--- src/chrono_pkg.sv ---
package chrono_pkg;

    //////////////////////////////
    // Field and address widths
    //////////////////////////////

    localparam int FIELD_W = 6;
    localparam int ADDR_W  = 3;

    // Modulus of each time field
    localparam logic [FIELD_W-1:0] SEC_LIMIT  = FIELD_W'(60);
    localparam logic [FIELD_W-1:0] MIN_LIMIT  = FIELD_W'(60);
    localparam logic [FIELD_W-1:0] HOUR_LIMIT = FIELD_W'(24);

    //////////////////////////////
    // Encodings
    //////////////////////////////

    // Register map with 5 to 7 left undecoded
    typedef enum logic [ADDR_W-1:0] {
        ADDR_NONE  = 3'd0,
        ADDR_SEC   = 3'd1,
        ADDR_MIN   = 3'd2,
        ADDR_HOUR  = 3'd3,
        ADDR_ALARM = 3'd4
    } chrono_addr_e;

    // Read-modify-write edit operations
    typedef enum logic [1:0] {
        OP_INC,
        OP_DEC,
        OP_CLEAR,
        OP_SET
    } chrono_op_e;

    // Edit controller FSM
    typedef enum logic [2:0] {
        ST_IDLE,
        ST_CHECK,
        ST_READ,
        ST_WRITE,
        ST_ACK
    } ctrl_state_e;

endpackage

--- src/chrono_config_regs.sv ---
`timescale 1ns/1ns

module chrono_config_regs #(
    parameter int STROBE_W     = 8,
    parameter int STROBE_RESET = 3
) (
    input  logic                clk,
    input  logic                reset,
    input  logic                cfg_we,
    input  logic                cfg_sel,
    input  logic [STROBE_W-1:0] cfg_wdata,
    output logic [STROBE_W-1:0] strobe_width,
    output logic                edit_enable
);

    //////////////////////////////
    // Register select
    //////////////////////////////

    localparam logic SEL_WIDTH  = 1'b0;
    localparam logic SEL_ENABLE = 1'b1;

    logic width_we;
    logic enable_we;

    assign width_we  = cfg_we && (cfg_sel == SEL_WIDTH);
    assign enable_we = cfg_we && (cfg_sel == SEL_ENABLE);

    //////////////////////////////
    // Registers
    //////////////////////////////

    // Strobe width in cycles minus one
    always_ff @(posedge clk or posedge reset) begin
        if (reset) begin
            strobe_width <= STROBE_W'(STROBE_RESET);
        end else if (width_we) begin
            strobe_width <= cfg_wdata;
        end
    end

    // Edits are allowed out of reset
    always_ff @(posedge clk or posedge reset) begin
        if (reset) begin
            edit_enable <= 1'b1;
        end else if (enable_we) begin
            edit_enable <= cfg_wdata[0];
        end
    end

endmodule

--- src/chrono_time_regs.sv ---
`timescale 1ns/1ns

module chrono_time_regs (
    input  logic                           clk,
    input  logic                           reset,
    input  logic                           tick,
    input  logic                           rd_strobe,
    input  logic                           wr_strobe,
    input  logic [chrono_pkg::ADDR_W-1:0]  acc_addr,
    input  logic [chrono_pkg::FIELD_W-1:0] wr_data,
    output logic [chrono_pkg::FIELD_W-1:0] rd_data,
    output logic [chrono_pkg::FIELD_W-1:0] sec,
    output logic [chrono_pkg::FIELD_W-1:0] min,
    output logic [chrono_pkg::FIELD_W-1:0] hour,
    output logic                           alarm
);

    import chrono_pkg::*;

    logic [FIELD_W-1:0] alarm_hour;
    logic               wr_q;
    logic               wr_rise;

    // One write per strobe
    assign wr_rise = wr_strobe && !wr_q;

    //////////////////////////////
    // Strobed read port
    //////////////////////////////

    always_comb begin
        rd_data = '0;
        if (rd_strobe) begin
            case (acc_addr)
                ADDR_SEC:   rd_data = sec;
                ADDR_MIN:   rd_data = min;
                ADDR_HOUR:  rd_data = hour;
                ADDR_ALARM: rd_data = alarm_hour;
                default:    rd_data = '0;
            endcase
        end
    end

    //////////////////////////////
    // Time counting and writes
    //////////////////////////////

    always_ff @(posedge clk or posedge reset) begin
        if (reset) begin
            sec        <= '0;
            min        <= '0;
            hour       <= '0;
            alarm_hour <= '0;
            wr_q       <= 1'b0;
            alarm      <= 1'b0;
        end else begin
            wr_q  <= wr_strobe;
            alarm <= (hour == alarm_hour);

            if (wr_rise) begin
                // A tick in this cycle is lost
                case (acc_addr)
                    ADDR_SEC:   sec        <= wr_data;
                    ADDR_MIN:   min        <= wr_data;
                    ADDR_HOUR:  hour       <= wr_data;
                    ADDR_ALARM: alarm_hour <= wr_data;
                    default:    ;
                endcase
            end else if (tick) begin
                if (sec == SEC_LIMIT - 1'b1) begin
                    sec <= '0;
                    if (min == MIN_LIMIT - 1'b1) begin
                        min  <= '0;
                        hour <= (hour == HOUR_LIMIT - 1'b1) ? '0 : hour + 1'b1;
                    end else begin
                        min <= min + 1'b1;
                    end
                end else begin
                    sec <= sec + 1'b1;
                end
            end
        end
    end

    // Ticks and edits both keep fields in range
    a_field_range: assert property (@(posedge clk) disable iff (reset)
        (sec < SEC_LIMIT) && (min < MIN_LIMIT) &&
        (hour < HOUR_LIMIT) && (alarm_hour < HOUR_LIMIT));

endmodule

--- src/chrono_top.sv ---
`timescale 1ns/1ns

module chrono_top #(
    parameter int STROBE_W     = 8,
    parameter int STROBE_RESET = 3
) (
    input  logic                           clk,
    input  logic                           reset,
    input  logic                           req,
    input  logic [chrono_pkg::ADDR_W-1:0]  addr,
    input  chrono_pkg::chrono_op_e         op,
    input  logic [chrono_pkg::FIELD_W-1:0] set_value,
    input  logic                           cfg_we,
    input  logic                           cfg_sel,
    input  logic [STROBE_W-1:0]            cfg_wdata,
    input  logic                           tick,
    output logic                           ack,
    output logic                           error,
    output logic                           busy,
    output logic [chrono_pkg::FIELD_W-1:0] sec,
    output logic [chrono_pkg::FIELD_W-1:0] min,
    output logic [chrono_pkg::FIELD_W-1:0] hour,
    output logic                           alarm
);

    import chrono_pkg::*;

    logic [STROBE_W-1:0] strobe_width;
    logic                edit_enable;
    logic                rd_strobe;
    logic                wr_strobe;
    logic [ADDR_W-1:0]   acc_addr;
    logic [FIELD_W-1:0]  wr_data;
    logic [FIELD_W-1:0]  rd_data;

    chrono_config_regs #(
        .STROBE_W     (STROBE_W),
        .STROBE_RESET (STROBE_RESET)
    ) chrono_config_regs_i (
        .clk          (clk),
        .reset        (reset),
        .cfg_we       (cfg_we),
        .cfg_sel      (cfg_sel),
        .cfg_wdata    (cfg_wdata),
        .strobe_width (strobe_width),
        .edit_enable  (edit_enable)
    );

    chrono_update_ctrl #(
        .STROBE_W     (STROBE_W)
    ) chrono_update_ctrl_i (
        .clk          (clk),
        .reset        (reset),
        .req          (req),
        .addr         (addr),
        .op           (op),
        .set_value    (set_value),
        .strobe_width (strobe_width),
        .edit_enable  (edit_enable),
        .rd_data      (rd_data),
        .ack          (ack),
        .error        (error),
        .busy         (busy),
        .rd_strobe    (rd_strobe),
        .wr_strobe    (wr_strobe),
        .acc_addr     (acc_addr),
        .wr_data      (wr_data)
    );

    chrono_time_regs chrono_time_regs_i (
        .clk          (clk),
        .reset        (reset),
        .tick         (tick),
        .rd_strobe    (rd_strobe),
        .wr_strobe    (wr_strobe),
        .acc_addr     (acc_addr),
        .wr_data      (wr_data),
        .rd_data      (rd_data),
        .sec          (sec),
        .min          (min),
        .hour         (hour),
        .alarm        (alarm)
    );

endmodule

--- src/chrono_update_ctrl.sv ---
`timescale 1ns/1ns

module chrono_update_ctrl #(
    parameter int STROBE_W = 8
) (
    input  logic                                clk,
    input  logic                                reset,
    input  logic                                req,
    input  logic [chrono_pkg::ADDR_W-1:0]       addr,
    input  chrono_pkg::chrono_op_e              op,
    input  logic [chrono_pkg::FIELD_W-1:0]      set_value,
    input  logic [STROBE_W-1:0]                 strobe_width,
    input  logic                                edit_enable,
    input  logic [chrono_pkg::FIELD_W-1:0]      rd_data,
    output logic                                ack,
    output logic                                error,
    output logic                                busy,
    output logic                                rd_strobe,
    output logic                                wr_strobe,
    output logic [chrono_pkg::ADDR_W-1:0]       acc_addr,
    output logic [chrono_pkg::FIELD_W-1:0]      wr_data
);

    import chrono_pkg::*;

    ctrl_state_e         state;
    logic [STROBE_W-1:0] cnt;
    logic [STROBE_W-1:0] width_q;
    chrono_op_e          op_q;
    logic [FIELD_W-1:0]  set_q;
    logic                err_flag;
    logic [FIELD_W-1:0]  lim;
    logic                reject;
    logic [FIELD_W-1:0]  new_value;

    //////////////////////////////
    // Field helpers
    //////////////////////////////

    // Zero marks an undecoded address
    function automatic logic [FIELD_W-1:0] field_limit(input logic [ADDR_W-1:0] a);
        case (a)
            ADDR_SEC:   return SEC_LIMIT;
            ADDR_MIN:   return MIN_LIMIT;
            ADDR_HOUR:  return HOUR_LIMIT;
            ADDR_ALARM: return HOUR_LIMIT;
            default:    return '0;
        endcase
    endfunction

    function automatic logic [FIELD_W-1:0] next_value(
        input chrono_op_e         o,
        input logic [FIELD_W-1:0] cur,
        input logic [FIELD_W-1:0] setv,
        input logic [FIELD_W-1:0] l
    );
        case (o)
            OP_INC:   return (cur == l - 1'b1) ? '0 : cur + 1'b1;
            OP_DEC:   return (cur == '0) ? l - 1'b1 : cur - 1'b1;
            OP_CLEAR: return '0;
            default:  return setv;
        endcase
    endfunction

    assign lim       = field_limit(acc_addr);
    assign reject    = !edit_enable || (lim == '0) || ((op_q == OP_SET) && (set_q >= lim));
    assign new_value = next_value(op_q, rd_data, set_q, lim);

    // Drops as soon as the answer is on the port
    assign busy = (state != ST_IDLE) && !ack;

    //////////////////////////////
    // Edit FSM
    //////////////////////////////

    always_ff @(posedge clk or posedge reset) begin
        if (reset) begin
            state     <= ST_IDLE;
            cnt       <= '0;
            width_q   <= '0;
            acc_addr  <= ADDR_NONE;
            err_flag  <= 1'b0;
            ack       <= 1'b0;
            error     <= 1'b0;
            rd_strobe <= 1'b0;
            wr_strobe <= 1'b0;
        end else begin
            // Strobes lag the state by one cycle
            rd_strobe <= (state == ST_READ);
            wr_strobe <= (state == ST_WRITE);

            case (state)
                ST_IDLE: begin
                    if (req) begin
                        acc_addr <= addr;
                        width_q  <= strobe_width;
                        state    <= ST_CHECK;
                    end
                end
                ST_CHECK: begin
                    cnt <= '0;
                    if (reject) begin
                        err_flag <= 1'b1;
                        state    <= ST_ACK;
                    end else begin
                        err_flag <= 1'b0;
                        state    <= ST_READ;
                    end
                end
                ST_READ: begin
                    if (cnt == width_q) begin
                        cnt   <= '0;
                        state <= ST_WRITE;
                    end else begin
                        cnt <= cnt + 1'b1;
                    end
                end
                ST_WRITE: begin
                    if (cnt == width_q) begin
                        state <= ST_ACK;
                    end else begin
                        cnt <= cnt + 1'b1;
                    end
                end
                ST_ACK: begin
                    if (!ack) begin
                        // Wait for the write strobe to clear
                        if (!wr_strobe) begin
                            ack   <= 1'b1;
                            error <= err_flag;
                        end
                    end else if (!req) begin
                        ack   <= 1'b0;
                        error <= 1'b0;
                        state <= ST_IDLE;
                    end
                end
                default: begin
                    state <= ST_IDLE;
                end
            endcase
        end
    end

    //////////////////////////////
    // Request payload
    //////////////////////////////

    always_ff @(posedge clk) begin
        if ((state == ST_IDLE) && req) begin
            op_q  <= op;
            set_q <= set_value;
        end
        // Last read cycle
        if ((state == ST_WRITE) && rd_strobe) begin
            wr_data <= new_value;
        end
    end

    //////////////////////////////
    // Assertions
    //////////////////////////////

    a_strobe_excl: assert property (@(posedge clk) disable iff (reset)
        !(rd_strobe && wr_strobe));

    a_ack_on_req: assert property (@(posedge clk) disable iff (reset)
        $rose(ack) |-> $past(req));

    a_wr_after_rd: assert property (@(posedge clk) disable iff (reset)
        $rose(wr_strobe) |-> $past(rd_strobe));

endmodule

--- config.mk ---
export PLATFORM = sky130hd
export DESIGN_NAME = chrono_top
export DESIGN_NICKNAME = d
export VERILOG_FILES = /design/src/chrono_pkg.sv /design/src/chrono_config_regs.sv /design/src/chrono_time_regs.sv /design/src/chrono_top.sv /design/src/chrono_update_ctrl.sv
export SDC_FILE = /design/constraint.sdc
export NUM_CORES = 1
export LEC_CHECK = 0
export ABC_AREA = 1
export BUFFER_PORTS_ARGS = -buffer_cell sky130_fd_sc_hd__buf_2
export CORE_UTILIZATION = 55
export DETAILED_ROUTE_END_ITERATION = 7
export PLACE_DENSITY = 0.83
export SLEW_MARGIN = 20
export SYNTH_ARGS = -nofsm -noshare
export SYNTH_HDL_FRONTEND = slang
export SYNTH_SLANG_ARGS = --single-unit
--- constraint.sdc ---
create_clock -name clk -period 5.15 [get_ports clk]
set_input_delay 1.03 -clock clk [delete_from_list [all_inputs] [get_ports clk]]
set_output_delay 1.03 -clock clk [all_outputs]
set_load 0.1 [all_outputs]
Word-level counts from Yosys, hierarchy flattened
Index checks and enable logic that the tools add are counted.
{"block": "word_totals", "regBits": 76, "inputBits": 25, "out_inout_bits": 22, "elab_cells": 126}
{"block": "classes", "addsub": 7, "magnitude_cmp": 1, "eq_ne": 28, "mux": 38, "bitwise_logic": 1, "n_reduce_logical": 31}
{"cell": "6-bit 2-to-1 mux", "n": 18}
{"cell": "6-bit by 1-bit adder with 6-bit output (second input constant)", "n": 4}
{"cell": "6-bit one-hot mux with 4 select lines", "n": 1}
{"cell": "8-bit one-hot mux with 3 select lines", "n": 1}
{"cell": "3-bit 2-to-1 mux", "n": 6}
{"cell": "2-bit != test (second input constant)", "n": 9}
{"cell": "6-bit one-hot mux with 3 select lines", "n": 1}
{"cell": "8-bit 2-to-1 mux", "n": 2}
{"cell": "3-bit one-hot mux with 5 select lines", "n": 1}
{"cell": "3-bit by 2-bit equality test with 1-bit output (second input constant)", "n": 4}
{"cell": "6-bit equality test", "n": 2}
{"cell": "6-bit equality test (second input constant)", "n": 2}
{"cell": "6-bit zero test", "n": 2}
{"cell": "6-bit one-hot mux with 2 select lines", "n": 1}
{"cell": "6-bit by 1-bit subtractor with 6-bit output (second input constant)", "n": 2}
{"cell": "8-bit by 1-bit adder with 8-bit output (second input constant)", "n": 1}
{"cell": "8-bit equality test", "n": 1}
{"cell": "2-bit AND reduction", "n": 4}
{"cell": "1-bit logical AND", "n": 7}
{"cell": "1-bit 2-to-1 mux", "n": 7}
{"cell": "3-bit by 1-bit equality test with 1-bit output (second input constant)", "n": 2}
{"cell": "3-bit equality test (second input constant)", "n": 2}
{"cell": "6-bit by 5-bit equality test with 1-bit output (second input constant)", "n": 1}
{"cell": "6-bit >= comparator", "n": 1}
{"cell": "other kinds (14)", "n": 24}

Logic depth before layout (Yosys ltp)
Gate-level depths: netlist of run 1.
{"block": "depth", "ltp_word": 8, "depth_mapped": 16, "mapped_depth_nobuf": 14}

Hierarchy
A second synthesis of run 1 with hierarchy kept.
{"block": "hier_totals", "hier_cells": 631, "area_unflattened_um2": 4653.2}
{"module": "chrono_update_ctrl", "n_inst": 1, "cells_per_inst": 307, "area_per_inst_um2": 2432.3}
{"module": "chrono_time_regs", "n_inst": 1, "cells_per_inst": 283, "area_per_inst_um2": 1854.3}
{"module": "chrono_config_regs", "n_inst": 1, "cells_per_inst": 41, "area_per_inst_um2": 366.6}

Worst setup path after synthesis of run 1
OpenSTA, ideal clock, no wires.
{"block": "synth_timing", "path_type": "flip-flop to output port", "from": "register chrono_update_ctrl_i.ack", "to": "output port busy", "t_arrival_ns": 2.400, "required_ns": 4.120, "path_slack_ns": 1.720, "path_stages_with_launch": 2, "path_buffers": 0, "cell_sequence": "dfrtp_1 a21oi_1"}
{"block": "synth_via", "elab_chain_len": 2}
{"item": "start, declared", "line_no": "chrono_update_ctrl.sv:15", "text": "output logic ack,"}
{"item": "start signal, assigned", "line_no": "chrono_update_ctrl.sv:83", "text": "ack <= 1'b0;"}
{"item": "start signal, assigned", "line_no": "chrono_update_ctrl.sv:129", "text": "ack <= 1'b1;"}
{"item": "start signal, assigned", "line_no": "chrono_update_ctrl.sv:133", "text": "ack <= 1'b0;"}
{"item": "1-bit zero test", "line_no": "chrono_update_ctrl.sv:70", "text": "assign busy = (state != ST_IDLE) && !ack;"}
{"item": "1-bit logical AND", "line_no": "chrono_update_ctrl.sv:70"}
{"item": "end, declared", "line_no": "chrono_top.sv:19", "text": "output logic busy,"}
Every way passes these cells.

Worst setup path in the final report of run 1
{"block": "layout_timing", "from": "register chrono_update_ctrl_i.state[1]", "to": "output port busy"}
{"block": "layout_via", "elab_chain_len": 2}
{"item": "start, declared", "line_no": "chrono_update_ctrl.sv:26", "text": "ctrl_state_e state;"}
{"item": "start signal, assigned", "line_no": "chrono_update_ctrl.sv:78", "text": "state <= ST_IDLE;"}
{"item": "start signal, assigned", "line_no": "chrono_update_ctrl.sv:97", "text": "state <= ST_CHECK;"}
{"item": "start signal, assigned", "line_no": "chrono_update_ctrl.sv:104", "text": "state <= ST_ACK;"}
{"item": "3-bit nonzero test", "line_no": "chrono_update_ctrl.sv:70"}
{"item": "1-bit logical AND", "line_no": "chrono_update_ctrl.sv:70"}
Every way passes these cells.

==> results of run 1 <==
[area by class of cell]
class	instances	area share
clock buffers	11	0.0287
flip-flops and latches	76	0.401
inverters	80	0.0610
multi-input cells	394	0.427
clock inverters	5	0.00737
well taps	102	0.0259
repair buffers	47	0.0483
[metrics by stage]
| stage | util | instances |
|---|---|---|
| final | 0.634 | 715 |
| after global routing | 0.634 | 715 |
| after CTS | 0.634 | 715 |
| after detailed placement | 0.611 | 699 |
| after global placement | 0.611 | 699 |
| after floorplan | - | 562 |
[Yosys cell counts, drive strengths merged (2+ instances only)]
| master | number | area share |
|---|---|---|
| a21oi | 18 | 0.021 |
| a22oi | 2 | 0.0034 |
| a31oi | 4 | 0.0056 |
| buf | 9 | 0.015 |
| clkbuf | 3 | 0.0025 |
| dfrtp | 59 | 0.33 |
| dfstp | 3 | 0.018 |
| edfxtp | 14 | 0.094 |
| ha | 10 | 0.028 |
| inv | 80 | 0.067 |
| mux2 | 3 | 0.0076 |
| nand2 | 138 | 0.12 |
| nand3 | 38 | 0.045 |
| nand4 | 24 | 0.034 |
| nor2 | 57 | 0.058 |
| nor3 | 3 | 0.0045 |
| o2111ai | 2 | 0.0039 |
| o21a | 4 | 0.0067 |
| o21ai | 52 | 0.064 |
| or2 | 5 | 0.0070 |
| xnor2 | 13 | 0.026 |
| xor2 | 13 | 0.026 |
[cells by family after synthesis]
logic type,Yosys count,synth area share
buf+inv,92,0.0845
fa+ha+maj,10,0.0281
compound gates,89,0.117
simple gates,266,0.268
mux,3,0.00758
xor+xnor,26,0.0511
flops,76,0.443
[worst reg2reg max path: stages, from the launching register on]
cell,delay (ns)
dfrtp_1,0.62
inv_1,0.24
nand3_1,0.14
nand2_1,0.17
nor2_1,0.24
ha_1,0.29
inv_1,0.06
nor2_1,0.03
o21ai_0,0.13
nand3_1,0.09
nand2_1,0.08
nand2_1,0.05
o21ai_0,0.13
o21ai_0,0.08
[where the power goes]
group	switching [µW]	internal, µW	total [µW]
combinational	1130	416	1550
clock	225	190	415
sequential	242	804	1050
[flip-flops by register name, indices dropped and copies added, names as in the netlist]
signal                             count
chrono_config_regs_i.edit_enable       1
chrono_time_regs_i.alarm_hour          6
chrono_time_regs_i.wr_q                1
chrono_time_regs_i.sec                 6
chrono_time_regs_i.min                 6
chrono_update_ctrl_i.op_q              2
chrono_time_regs_i.hour                6
chrono_update_ctrl_i.width_q           8
chrono_update_ctrl_i.rd_strobe         1
chrono_update_ctrl_i.wr_strobe         1
chrono_update_ctrl_i.state             3
chrono_update_ctrl_i.ack               1
chrono_update_ctrl_i.err_flag          1
chrono_update_ctrl_i.cnt               8
chrono_update_ctrl_i.wr_data           6
chrono_update_ctrl_i.error             1
chrono_update_ctrl_i.acc_addr          3
chrono_update_ctrl_i.set_q             6
chrono_time_regs_i.alarm               1
chrono_config_regs_i.strobe_width      8
[routing by layer]
metal / share of wire / wire, µm / vias up / GRT usage
li1: - / - / 1936 / -
met1: 0.44 / 4240 / 1780 / 0.309
met2: 0.49 / 4770 / 116 / 0.415
met3: 0.050 / 488 / 16 / 0.0473
met4: 0.020 / 197 / 0 / 0.0977
met5: 0 / 0 / - / 0
[how the worst min path moves through the flow]
stage                                              from                                 to  slack [ns]  cells after the start
6_report       chrono_update_ctrl_i.wr_strobe$_DFF_PP0_  chrono_time_regs_i.wr_q$_DFF_PP0_        0.39                      0
5_1_grt        chrono_update_ctrl_i.wr_strobe$_DFF_PP0_  chrono_time_regs_i.wr_q$_DFF_PP0_        0.40                      0
4_1_cts        chrono_update_ctrl_i.wr_strobe$_DFF_PP0_  chrono_time_regs_i.wr_q$_DFF_PP0_        0.40                      0
3_5_place_dp   chrono_update_ctrl_i.wr_strobe$_DFF_PP0_  chrono_time_regs_i.wr_q$_DFF_PP0_        0.37                      0
3_3_place_gp   chrono_update_ctrl_i.wr_strobe$_DFF_PP0_  chrono_time_regs_i.wr_q$_DFF_PP0_        0.36                      0
2_1_floorplan  chrono_update_ctrl_i.wr_strobe$_DFF_PP0_  chrono_time_regs_i.wr_q$_DFF_PP0_        0.35                      0
==> out/metrics.cfg, run 1 <==
[status]
status=complete, no violations

[yosys]
synth.avg_cell_area_um2=7.93
ys_seq_elements=76
synthCells=562
ys.flop_type=dfrtp_1
ys_types=42
synth-edff-count=14
synthesis.area_um2=4460
seq_area_frac_synth=0.443
yosysWarnings=0
synth-async-reset-ratio=0.816
syn-num-nets=597

[run]
drv_cap=0

[global_routing]
gr-total-overflow=0
grt_pass1_vias=3553
antenna_found_initial=0
grt_pass1_wl_um=16100
track_usage=0.245
grt_max_degree=63

[clocking]
path_clk_slew_ns=0.08
cts_resized=0
cts.path.max_buffers=2
cts_buffers=9
cts.sinks=76
clk_latency_ns=0.35
clock_tree.root_cell=clkbuf_8
cts_tree=yes
cts_setup_buffers=0
htree_levels=3
cts-hold-fix-buffers=0

[floorplan]
core-area_um2=7770
rows=32
die_w_um=92.0
design.die.area_um2=8470
chipHeight_um=92.0
ios=47
start_util=0.574

[timing]
rsz0062_at_grt=false
setup_viol=0
finalHoldViolCount=0
slew_violations=0
fmax_ghz=0.394
final.period_utilization=0.492
worst_pin_slew_ns=0.749
whs_ns=0.391
fin_worst_skew_ns=0.00890
relSlewSlack=0.501
setup_tns_ns=0
fin_crit_ns=2.54
fin_ws_ns=2.61

[setup_path]
cp-end-kind=primary output
crit_buf_inv=2
worst-path-max-fanout=6
r2r_cells=13
cp_top_family=buffers and inverters
cp_slowest_cell=dfrtp_1
worst_setup_path_start_kind=register
critPathLaunch=chrono_update_ctrl_i.state[1]$_DFFE_PP0P_
r2r-end=chrono_update_ctrl_i.state[2]$_DFFE_PP0P_
critPathCapture=busy
reg2reg_from=chrono_update_ctrl_i.acc_addr[0]$_DFFE_PP0P_
rrSetupSlack_ns=2.67
path_depth=3
crit_required_ns=4.12
arrival_ns=1.51
crit_path_cell_trace=inv_1, a21oi_1, buf_2
cp_slowest_stage_delay_ns=0.44
crit_type=register to primary output

[layout]
syn2layout_area_growth_pct=10.5
final_nets=643
n_fill_cell=669
design_area_um2=4920
final_common_cell=nand2_1
mostFrequentLayoutCells=nand2_1, inv_1, dfrtp_1, buf_2, nor2_1
diodes=0
drive_above_1_share=0.162
multi_input_area_um2=2100
ff_latch_area_um2=1980

[detailed_routing]
drc=0
wl_per_cell_um=13.6
viasPerCell=5.38
drt_iter0_drc=259
ant_nets=0
vias=3848
wl_um=9700
drtPass1Iterations=5

[placed_design]
placed_area_um2=4750
gp_congestion=0.912
hpwl_um=7400
io_buffers=46
place_ws_ns=2.66

[power]
power_leakage_uw=0.00245
peakVddDrop_mv=0.432
powerDensity_nw_per_um2=611
p_total_uw=3010

[worst_hold_path]
min_path_type=register to register

No activity file was read; power rests on OpenSTA's default activity.
==> inputs of run 2 (changes only) <==
ABC_AREA = 0   (was 1)
CORE_UTILIZATION = 53   (was 55)
PLACE_DENSITY = 0.84   (was 0.83)
clock period = 2.3 ns   (was 5.15 ns; I/O delays follow)
==> run 2 against run 1 <==
- the flow now finishes with violations (negative setup slack)
- utilization grew 4.9 points
- register-to-register slack lost 2.8 ns
- wire length grew 18%
- largest cell class unchanged
- synthesized cell count shrank 21%
- clock-buffer cell count shrank 1
- clock power grew to 2.6 times the previous value
- non-clock buffer count grew 48
- critical endpoint is now chrono_update_ctrl_i.wr_data[4]$_DFFE_PP_
- final cell count shrank 11%
- critical path depth grew 8
- global-route usage grew 2.9 points
==> out/metrics.cfg, run 2 <==
[yosys]
synthTopCellsByArea=dfrtp_1, edfxtp_1, mux2_2
synth_common_cells=dfrtp_1, nand2_1, nor2_1, o21ai_0, mux2_2
syn-num-nets=477
synthAdderAreaFrac=0.0284
synthesis.area_um2=4400
ys_seq_elements=76
synth_top_family_by_area=compound AO/OA/AOI/OAI gates
synth_xor_area_frac=0.0478
ys_types=67
synth.mux.area_fraction=0.0811
synth_top_area_cell=dfrtp_1
yosysWarnings=0
yosys.area_share.simple=0.167
synthDominantCellAreaShare=0.336
synthCells=442
ys.flop_type=dfrtp_1
synth-compound-area-share=0.188
yosysMostFrequentCell=dfrtp_1
synth-edff-count=14
seq_area_frac_synth=0.449
synth-async-reset-ratio=0.816
synth.avg_cell_area_um2=9.95

[clocking]
cts.path.max_buffers=2
path_clk_slew_ns=0.09
htree_levels=3
cts-hold-fix-buffers=0
clk_latency_ns=0.37
cts_buffers=9
cts_tree=yes
cts.sinks=76
clock_tree.root_cell=clkbuf_8

[setup_path]
arrival_ns=2.50
worst_setup_path_start_kind=register
r2r_cells=11
reg2reg_from=chrono_update_ctrl_i.acc_addr[1]$_DFFE_PP0P_
worst-path-max-fanout=7
rrSetupSlack_ns=-0.08
r2r-end=chrono_update_ctrl_i.wr_data[4]$_DFFE_PP_
crit_type=register to register
cp-end-kind=register
crit_required_ns=2.42

[global_routing]
antenna_found_initial=0
gr-total-overflow=0
track_usage=0.274
grt_pass1_wl_um=18200
grt_pass1_vias=3708
grt_max_degree=39

[detailed_routing]
dr.max_layer_used=met4
vias=3879
wl_met2_um=5120
routedLengthMet1_um=5100
viasPerCell=6.09
wl_met3_um=906
drc=0
drtPass1Iterations=5
ant_nets=0
wl_per_cell_um=18.0
drt_iter0_drc=295
wl_um=11500

[layout]
ff_latch_area_um2=1990
mostFrequentLayoutCells=dfrtp_1, buf_2, buf_4, nand2_1, o21ai_0
diodes=0
syn2layout_area_growth_pct=22.4
n_fill_cell=573
final_nets=565
stdcell_count=637
top_regs=chrono_config_regs_i.strobe_width x8, chrono_update_ctrl_i.cnt x8, chrono_update_ctrl_i.width_q x8
drive_above_1_share=0.348
multi_input_area_um2=2370
final_common_cell=dfrtp_1

[floorplan]
ios=47
start_util=0.558
design.die.area_um2=8670
chipHeight_um=93.1
rows=32
die_w_um=93.1
core-area_um2=7890

[timing]
relSlewSlack=0.542
fin_ws_ns=-0.0837
worst_pin_slew_ns=0.686
rsz0062_at_grt=true
slew_violations=0
fin_crit_ns=2.38
final.period_utilization=1.04
fin_worst_skew_ns=0.0106
setup_viol=7
setup_tns_ns=-0.418
finalHoldViolCount=0
fmax_ghz=0.420

[run]
drv_cap=0

[power]
power_leakage_uw=0.00236
powerDensity_nw_per_um2=1320
peakVddDrop_mv=0.958

[worst_hold_path]
min_path_type=primary input to async pin

[placed_design]
gp_congestion=0.953
placedCellCount=612
io_buffers=46
hpwl_um=7910

[status]
violations=negative setup slack
status=finished with violations

run 2: cell count changes in the layout (fill, tap and decap cells not counted), sizes merged, moves of 7 or more:
cell,change
a22o,+7
and2,+8
and3,+7
buf,+47
inv,-60
mux2,+26
nand2,-95
nand2b,+11
nand3,-29
nand4,-21
nor2,-21
o21ai,-13
run 2: repair_timing:
action / 4_1_cts / 5_1_grt
setup buffers: 3 / 6
endpoints found under the setup margin: 9 / 14
resized for setup: 8 / 21
pin swaps: 2 / 8
run 2: final cells by class:
cell class,count,area share
Clock inverter,6,0.0116
Tap cell,102,0.0237
Timing Repair Buffer,95,0.114
Clock buffer,10,0.0277
Sequential cell,76,0.370
Multi-Input combinational cell,329,0.440
Inverter,19,0.0132
run 2: worst max path at each step:
| stage | cells past startpoint | slack, ns | to | from |
|---|---|---|---|---|
| 6_report | 11 | -0.08 | chrono_update_ctrl_i.wr_data[4]$_DFFE_PP_ | chrono_update_ctrl_i.acc_addr[1]$_DFFE_PP0P_ |
| 5_1_grt | 11 | -0.22 | chrono_update_ctrl_i.wr_data[2]$_DFFE_PP_ | chrono_update_ctrl_i.acc_addr[1]$_DFFE_PP0P_ |
| 4_1_cts | 9 | -0.008 | chrono_update_ctrl_i.wr_data[4]$_DFFE_PP_ | chrono_update_ctrl_i.acc_addr[0]$_DFFE_PP0P_ |
| 3_5_place_dp | 10 | -0.13 | chrono_update_ctrl_i.wr_data[2]$_DFFE_PP_ | chrono_update_ctrl_i.acc_addr[1]$_DFFE_PP0P_ |
| 3_3_place_gp | 10 | -0.03 | chrono_update_ctrl_i.state[2]$_DFFE_PP0P_ | chrono_update_ctrl_i.acc_addr[1]$_DFFE_PP0P_ |
| 2_1_floorplan | 10 | -0.14 | chrono_update_ctrl_i.wr_data[2]$_DFFE_PP_ | chrono_time_regs_i.hour[1]$_DFFE_PP0P_ |
run 2: routing by layer:
| metal | vias up | global-route usage |
|---|---|---|
| met5 | - | 0 |
| met3 | 43 | 0.0528 |
| met4 | 0 | 0.122 |
| met1 | 1861 | 0.387 |
| li1 | 1784 | - |
| met2 | 191 | 0.409 |
run 2: stage by stage:
step | area, µm² | hold slack (ns) | util | power [µW] | setup slack [ns]
6_report | 5380 | 0.142 | 0.682 | 7110 | -0.0837
5_1_grt | 5380 | 0.186 | 0.682 | 7450 | -0.222
4_1_cts | 5240 | 0.164 | 0.664 | 6760 | -0.00847
3_5_place_dp | 4990 | 0.433 | 0.632 | 5620 | -0.130
3_3_place_gp | 4990 | 0.432 | 0.632 | 5510 | -0.0267
2_1_floorplan | 4410 | 0.408 | - | 4660 | -0.145
run 2: power breakdown:
part | total [µW] | leakage [µW] | switching (µW) | internal, µW
sequential | 2290 | 0.000892 | 511 | 1780
combinational | 3730 | 0.00137 | 2290 | 1430
clock | 1090 | 0.000107 | 604 | 486
run 2: kinds of logic after synthesis:
logic type / after synthesis
AND/OR/NAND/NOR: 146
flip-flops: 76
adder cells (fa/ha/maj): 10
buffers and inverters: 37
XOR/XNOR: 24
multiplexers: 32
AO/OA/AOI/OAI: 117
run 2: critical path: stages, from the launching register on:
cell and delay (ns):
dfrtp_2 0.50, buf_4 0.16, mux2i_1 0.11, nor2_1 0.16, a221oi_2 0.07, nor2_2 0.13, ha_2 0.22, nand4bb_1 0.10
or3_1 0.31, o31a_2 0.15, nand2_2 0.13, o32ai_2 0.09
